<file path="src/alut_cfg_pkg.sv">
/*
 Table geometry, command codes and the age checker state encoding for the
 ALUT ageing logic. Referenced by scoped name from the RTL and the bound
 assertions.
*/

package alut_cfg_pkg;

   // -------------------------------------------------------------------
   // table geometry
   // -------------------------------------------------------------------
   typedef logic [7:0] tbl_addr_t;            // table index, low mac bits
   typedef logic [7:0] div_t;                 // clock divider setting

   localparam tbl_addr_t max_addr = 8'd255;   // last table index

   // -------------------------------------------------------------------
   // command codes and age checker states
   // -------------------------------------------------------------------
   typedef enum logic [1:0] {
      cmd_none       = 2'b00,
      cmd_rsvd       = 2'b01,                 // no action
      cmd_inval_aged = 2'b10,                 // clear all out-of-date entries
      cmd_inval_all  = 2'b11                  // clear every entry
   } alut_cmd_t;

   typedef enum logic [2:0] {
      st_idle,
      st_inval_aged_rd,                       // present next sweep address
      st_inval_aged_wr,                       // zero an aged entry
      st_inval_all,                           // one write per cycle
      st_age_chk                              // judge age, confirm result
   } age_state_t;

endpackage

</file>
<file path="src/alut_entry_pkg.sv">
/*
 Field types and bit positions of the 83-bit table entry.
 Entry layout from lsb: mac, port, last access time, valid.
*/

package alut_entry_pkg;

   // -------------------------------------------------------------------
   // field types
   // -------------------------------------------------------------------
   typedef logic [47:0] mac_t;    // station address
   typedef logic [1:0]  port_t;   // switch port
   typedef logic [31:0] time_t;   // time base units
   typedef logic [82:0] entry_t;  // one table word

   // -------------------------------------------------------------------
   // field positions inside entry_t
   // -------------------------------------------------------------------
   localparam int mac_lsb   = 0;
   localparam int port_lsb  = 48;
   localparam int time_lsb  = 50;  // last access time stamp
   localparam int valid_bit = 82;  // set on learn, cleared by ageing

endpackage

</file>
<file path="src/alut_time_base.sv">
/*
 Time base for entry ageing. pclk25 is divided by div_clk+1 and the
 result advances a free running 32-bit current time.
*/

module alut_time_base
(
   input  logic                  pclk25,
   input  logic                  n_p_reset25,
   input  alut_cfg_pkg::div_t    div_clk,    // divide by div_clk+1
   output alut_entry_pkg::time_t curr_time   // stamped into learned entries
);

   alut_cfg_pkg::div_t clk_div_cnt;          // prescaler
   logic               div_wrap;             // last count of the period

   assign div_wrap = (clk_div_cnt == div_clk);

   // prescaler counts 0 .. div_clk
   always_ff @(posedge pclk25 or negedge n_p_reset25)
   begin
      if (!n_p_reset25)
         clk_div_cnt <= '0;
      else if (div_wrap)
         clk_div_cnt <= '0;
      else
         clk_div_cnt <= clk_div_cnt + 1'b1;
   end

   // one tick per prescaler period, wraps modulo 2^32
   always_ff @(posedge pclk25 or negedge n_p_reset25)
   begin
      if (!n_p_reset25)
         curr_time <= '0;
      else if (div_wrap)
         curr_time <= curr_time + 1'b1;
   end

endmodule

</file>
<file path="config.mk">
export PLATFORM = sky130hd
export DESIGN_NAME = alut_time_base
export DESIGN_NICKNAME = d
export VERILOG_FILES = /design/src/alut_cfg_pkg.sv /design/src/alut_entry_pkg.sv /design/src/alut_time_base.sv
export SDC_FILE = /design/constraint.sdc
export NUM_CORES = 1
export LEC_CHECK = 0
export ABC_AREA = 1
export ABC_CLOCK_PERIOD_IN_PS = 4850
export BUFFER_PORTS_ARGS = -buffer_cell sky130_fd_sc_hd__buf_4
export CAP_MARGIN = 20
export CORE_AREA = 2 2 86 64
export CTS_CLUSTER_DIAMETER = 200
export CTS_CLUSTER_SIZE = 28
export DETAILED_ROUTE_END_ITERATION = 8
export DIE_AREA = 0 0 88 66
export PLACE_DENSITY_LB_ADDON = 0.2
export SETUP_SLACK_MARGIN = 0.05
export SLEW_MARGIN = 5
export SYNTH_ARGS = -nofsm -noshare
export SYNTH_HDL_FRONTEND = slang
export SYNTH_SLANG_ARGS = --single-unit
</file>
<file path="constraint.sdc">
create_clock -name pclk25 -period 4.85 [get_ports pclk25]
set_clock_uncertainty 0.15 [all_clocks]
set_input_delay 0.2425 -clock pclk25 [delete_from_list [all_inputs] [get_ports pclk25]]
set_output_delay 0.2425 -clock pclk25 [all_outputs]
set_load 0.1 [all_outputs]
</file>
# == Word level (Yosys, flattened, before mapping) ==
# Cells that the tools add are included.
# W data, S select, Z words.
# totals
reg_bits,40
inputBits,10
output_inout_bits,32
# op_classes
eq_ne,1
n_addsub,2
n_mux,1
# op_table
cell,n
$add A32 B1 Y32 const B,1
$add A8 B1 Y8 const B,1
$eq A8 B8 Y1,1
$mux W8,1

# == Depth between registers and ports, before layout ==
# logic_depth
ltp_word,2
depth_mapped,10

# == Least setup slack after synthesis ==
# No wires, ideal clock.
# synth_timing
path_kind,flip-flop to flip-flop
start,register curr_time[0]
end,register curr_time[30]
stages_incl_launch_ff,9
path_buffers,0
setup_ps,122
synth_period_minus_slack_ps,2396
arrival_time_ps,2123
slack_ps,2454
path_cell_list,dfrtp_1 > ha_1 > nand3_2 > nor2_1 > nand3_1 > nor2_1 > nand2_1 > nand2_1 > nand2_1
# synth_between
elab_chain_cells,1
# synth_lines
element,line_no,rtl
start: declaration,alut_time_base.sv:11,output alut_entry_pkg::time_t curr_time
start signal: assignment,alut_time_base.sv:36,curr_time <= curr_time + 1'b1;
$add A32 B1 Y32,alut_time_base.sv:36,
# Every way passes these cells.
# A chain may end at the register's enable or synchronous reset.

# == Worst setup path in the final report ==
# layout_timing
start,register clk_div_cnt[0]
end,register curr_time[11]
# layout_between
elab_chain_cells,1
# layout_lines
element,line_no,rtl
start: declaration,alut_time_base.sv:14,alut_cfg_pkg::div_t clk_div_cnt;
start signal: assignment,alut_time_base.sv:27,clk_div_cnt <= clk_div_cnt + 1'b1;
$eq A8 B8 Y1,alut_time_base.sv:17,assign div_wrap = (clk_div_cnt == div_clk);
# Every way passes these cells.

==> results.txt <==
----------------------------------------------------
[Outcome]
  Result of the run ... completed

[Die]
  Std cell rows ... 22
  Initial core utilization ... 52.1%
  Total Die Area ... 0.00581 sq mm
  Horizontal extent of the die ... 88 microns
  IO Count ... 42
  Die boundary height ... 66 microns
  Placeable core region ... 0.00498 sq mm

[Placement]
  Placement-stage worst setup slack ... 2.74 ns
  Count of placed standard cells including taps ... 502
  Detailed placer's ending HPWL ... 4330 microns
  Final weighted congestion in routability-driven placement ... 0.907
  Number of buffers added on ports ... 41

[Clocking]
  Clock tree from TritonCTS ... yes
  Count of buffers added by post-CTS timing repair for setup ... 0
  CTS buffer count ... 5
  Largest buffer count on any clock path ... 2
  Quantity of hold-fixing buffers added after cts ... 1
  Library cell used as clock root buffer ... clkbuf_8
  Resize count post-CTS ... 0
  Clock-pin transition on the worst setup and hold timing paths ... 0.08 ns
  # H-tree levels ... 2
  Count of clock tree sinks ... 40
  Latest clock arrival within the worst-skew pair ... 0.30 ns

[Critical path]
  Data required time of the worst path ... 4.88 ns
  CP most frequent cell ... nand2_1
  Max Fanout on Critical Path ... 62
  Kind of start point of the critical path ... flop
  Worst-path cell with the longest stage delay ... nor2_8
  Type of destination of the critical path ... flop
  WP data arrival ... 2.19 ns
  Ordered list of cells on the worst path ... inv_1 -> nand2_1 -> nand2_1 -> nor2_1 -> nand2_1 -> nor2_8 -> inv_2 -> nand2_1 -> nand2_1
  Max stage delay on crit path ... 0.59 ns
  Type of the worst setup path ... flop to flop

[Logic synthesis]
  Count of flip-flops with a built-in enable after synthesis ... 0
  Syn_area_per_cell ... 6.58 sq um
  Synth Area in Compound Gates ... 1.16%
  Count leader, synth ... nand2_1
  Xor and xnor area share after synthesis ... 4.00%
  Most area-consuming cells after synthesis ... dfrtp_1 39%, nand2_1 26%, nor2_1 7.7%
  Proportion of synthesized chip area in sequential cells ... 38.5%
  Most used flip-flop cell after synthesis ... dfrtp_1
  Mux contribution to synthesized area ... 0%
  Post-synthesis sequential element count ... 40
  Fraction of synthesized cell area taken by the top area cell type ... 38.5%
  Syn. warnings ... 0
  Leading cell types by count after synthesis ... 179 x nand2_1, 53 x nor2_1, 49 x inv_1
  Leading area contributor after synthesis ... dfrtp_1
  Synthesized area ... 0.00260 sq mm
  Post-Synth Simple-Gate Area ... 45.1%
  Total nets after synthesis ... 407
  Synthesized netlist cell count ... 395
  Combinational family with the most area after synthesis ... simple AND/OR/NAND/NOR gates
  Adder-cell share of the synthesized area ... 0.963%
  Fraction of registers with async set or reset after synthesis ... 100%
  Synth cell types ... 23

[Power and ir drop]
  Leak pwr ... 1.62 nW
  Total power density per cell area ... 294 mW/mm^2
  Maximum vdd drop ... 0.180 mV

[Final layout]
  Post-layout instance count excluding filler cells ... 510
  Layout cell share with drive strength beyond 1 ... 12.8%
  Final Core Density ... 60.4%
  ANT cells ... 0
  Relative area change from synthesis to final layout ... 15.9%
  Fill cell count ... 477
  Final Net Count ... 450

[STA]
  Minimum clock period ... 2.15 ns
  Final Max Slew Viols ... 0
  RSZ-0062 raised after global routing ... no
  Timing-limited maximum frequency ... 0.464 GHz
  Post-route setup TNS ... 0 ns
  Count of final hold-check violations ... 0
  Final cycle utilization of the critical path ... 44.4%
  Setup violators final ... 0
  Slew at the pin with the worst max-slew slack ... 0.756 ns
  Worst slew slack as a fraction of its limit ... 49.6%
  Hold WS ... 0.315 ns
  Final WS setup ... 2.70 ns

[Global route]
  Met3 routing resource usage after global routing ... 4.00%
  Met2 Track Usage GR ... 31.7%
  Vias in the first global route ... 2,237
  Busiest grt layer ... met1
  GRT Resource Usage Total ... 21.9%
  Maximum number of pins on one net before global-route repair ... 63
  Wire length of the first global-routing pass ... 9970 microns
  Routing usage on met1 ... 33.6%
  Global route total overflow ... 0
  Antenna violations before repair ... 0

[Drt]
  Violation count after the first detailed-route iteration ... 179
  Total DRC errors in the routed layout ... 0
  ANT nets after route ... 0
  Number of optimization iterations in the first detailed-route pass ... 5
  Routed via count ... 2,459
  Wire length per cell after detailed routing ... 11.4 microns
  Total Routed Length ... 5820 microns
  Via count normalized by instance count ... 4.82

[Worst hold path]
  Hold crit path type ... input port to asynchronous set/reset pin

[Run]
  Max-Cap Viols ... 0

----------------------------------------------------
-- where the power goes --
part	switching (mW)	internal (mW)	total (mW)
logic	0.171	0.0817	0.253
clock network	0.111	0.0978	0.209
registers	0.0485	0.375	0.423
total	0.331	0.555	0.885
-- cells in the final DEF, fill, tap and decap left out, drive strengths merged --
cell / synthesis / final
a21oi: 1 / 1
and2: 1 / 1
buf: 6 / 41
clkbuf: 0 / 6
clkinv: 0 / 1
dfrtp: 40 / 40
dlygate4sd3: 0 / 1
ha: 2 / 2
inv: 52 / 52
nand2: 180 / 180
nand3: 15 / 15
nand3b: 13 / 13
nand4: 8 / 8
nor2: 56 / 56
nor3: 4 / 4
nor3b: 1 / 1
o21ai: 5 / 5
xnor2: 6 / 6
xor2: 5 / 5
-- cells by family (layout without fill, tap and decap cells) --
kind of cell	count (synthesis)	after routing
buffers and inverters	58	101
AO/OA/AOI/OAI	6	6
XOR/XNOR	11	11
adder cells (fa/ha/maj)	2	2
flip-flops	40	40
AND/OR/NAND/NOR	278	278
-- layer usage --
metal / vias up / wire length [microns]
met4: 0 / 60
met1: 1097 / 2980
met5: - / 0
met2: 73 / 2390
li1: 1280 / -
met3: 9 / 383
-- sequential cells by signal, indices dropped and copies added, names as in the netlist --
signal	count
clk_div_cnt	8
curr_time	32
-- worst max-delay path, delay by kind of cell, from the launching register on --
kind / cells / cell delay, ns
simple gates: 7 / 1.15
flops: 1 / 0.42
buf+inv: 2 / 0.28
-- final cells by class --
class,instances,area (sq um),share of cell area [%]
Clock buffer,6,72.6,2.41
Clock inverter,1,5.00,0.166
Inverter,52,195,6.48
Multi-Input combinational cell,297,1330,44.2
Sequential cell,40,1000,33.2
Tap cell,72,90.1,2.99
Timing Repair Buffer,42,318,10.6
-- worst paths after layout --
| kind | startpoint | end | slack [ns] | cells after the start |
|---|---|---|---|---|
| min in group pclk25 | curr_time[31] | curr_time[31] | 0.35 | 2 |
| min reg2reg | curr_time[31] | curr_time[31] | 0.35 | 2 |
| min | n_p_reset25 | curr_time[28] | 0.32 | 2 |
| max | clk_div_cnt[0] | curr_time[11] | 2.70 | 9 |
| max reg2reg | clk_div_cnt[0] | curr_time[11] | 2.70 | 9 |
| max in group asynchronous | n_p_reset25 | curr_time[16] | 3.88 | 2 |
-- per-stage QoR --
stage	instance area (sq um)	total power [mW]
3_3_place_gp	2920	0.677
5_1_grt	3010	0.943
4_1_cts	3010	0.888
6_report	3010	0.885
2_1_floorplan	2600	0.627
3_5_place_dp	2920	0.682
Power figures use the tool's default switching activity.
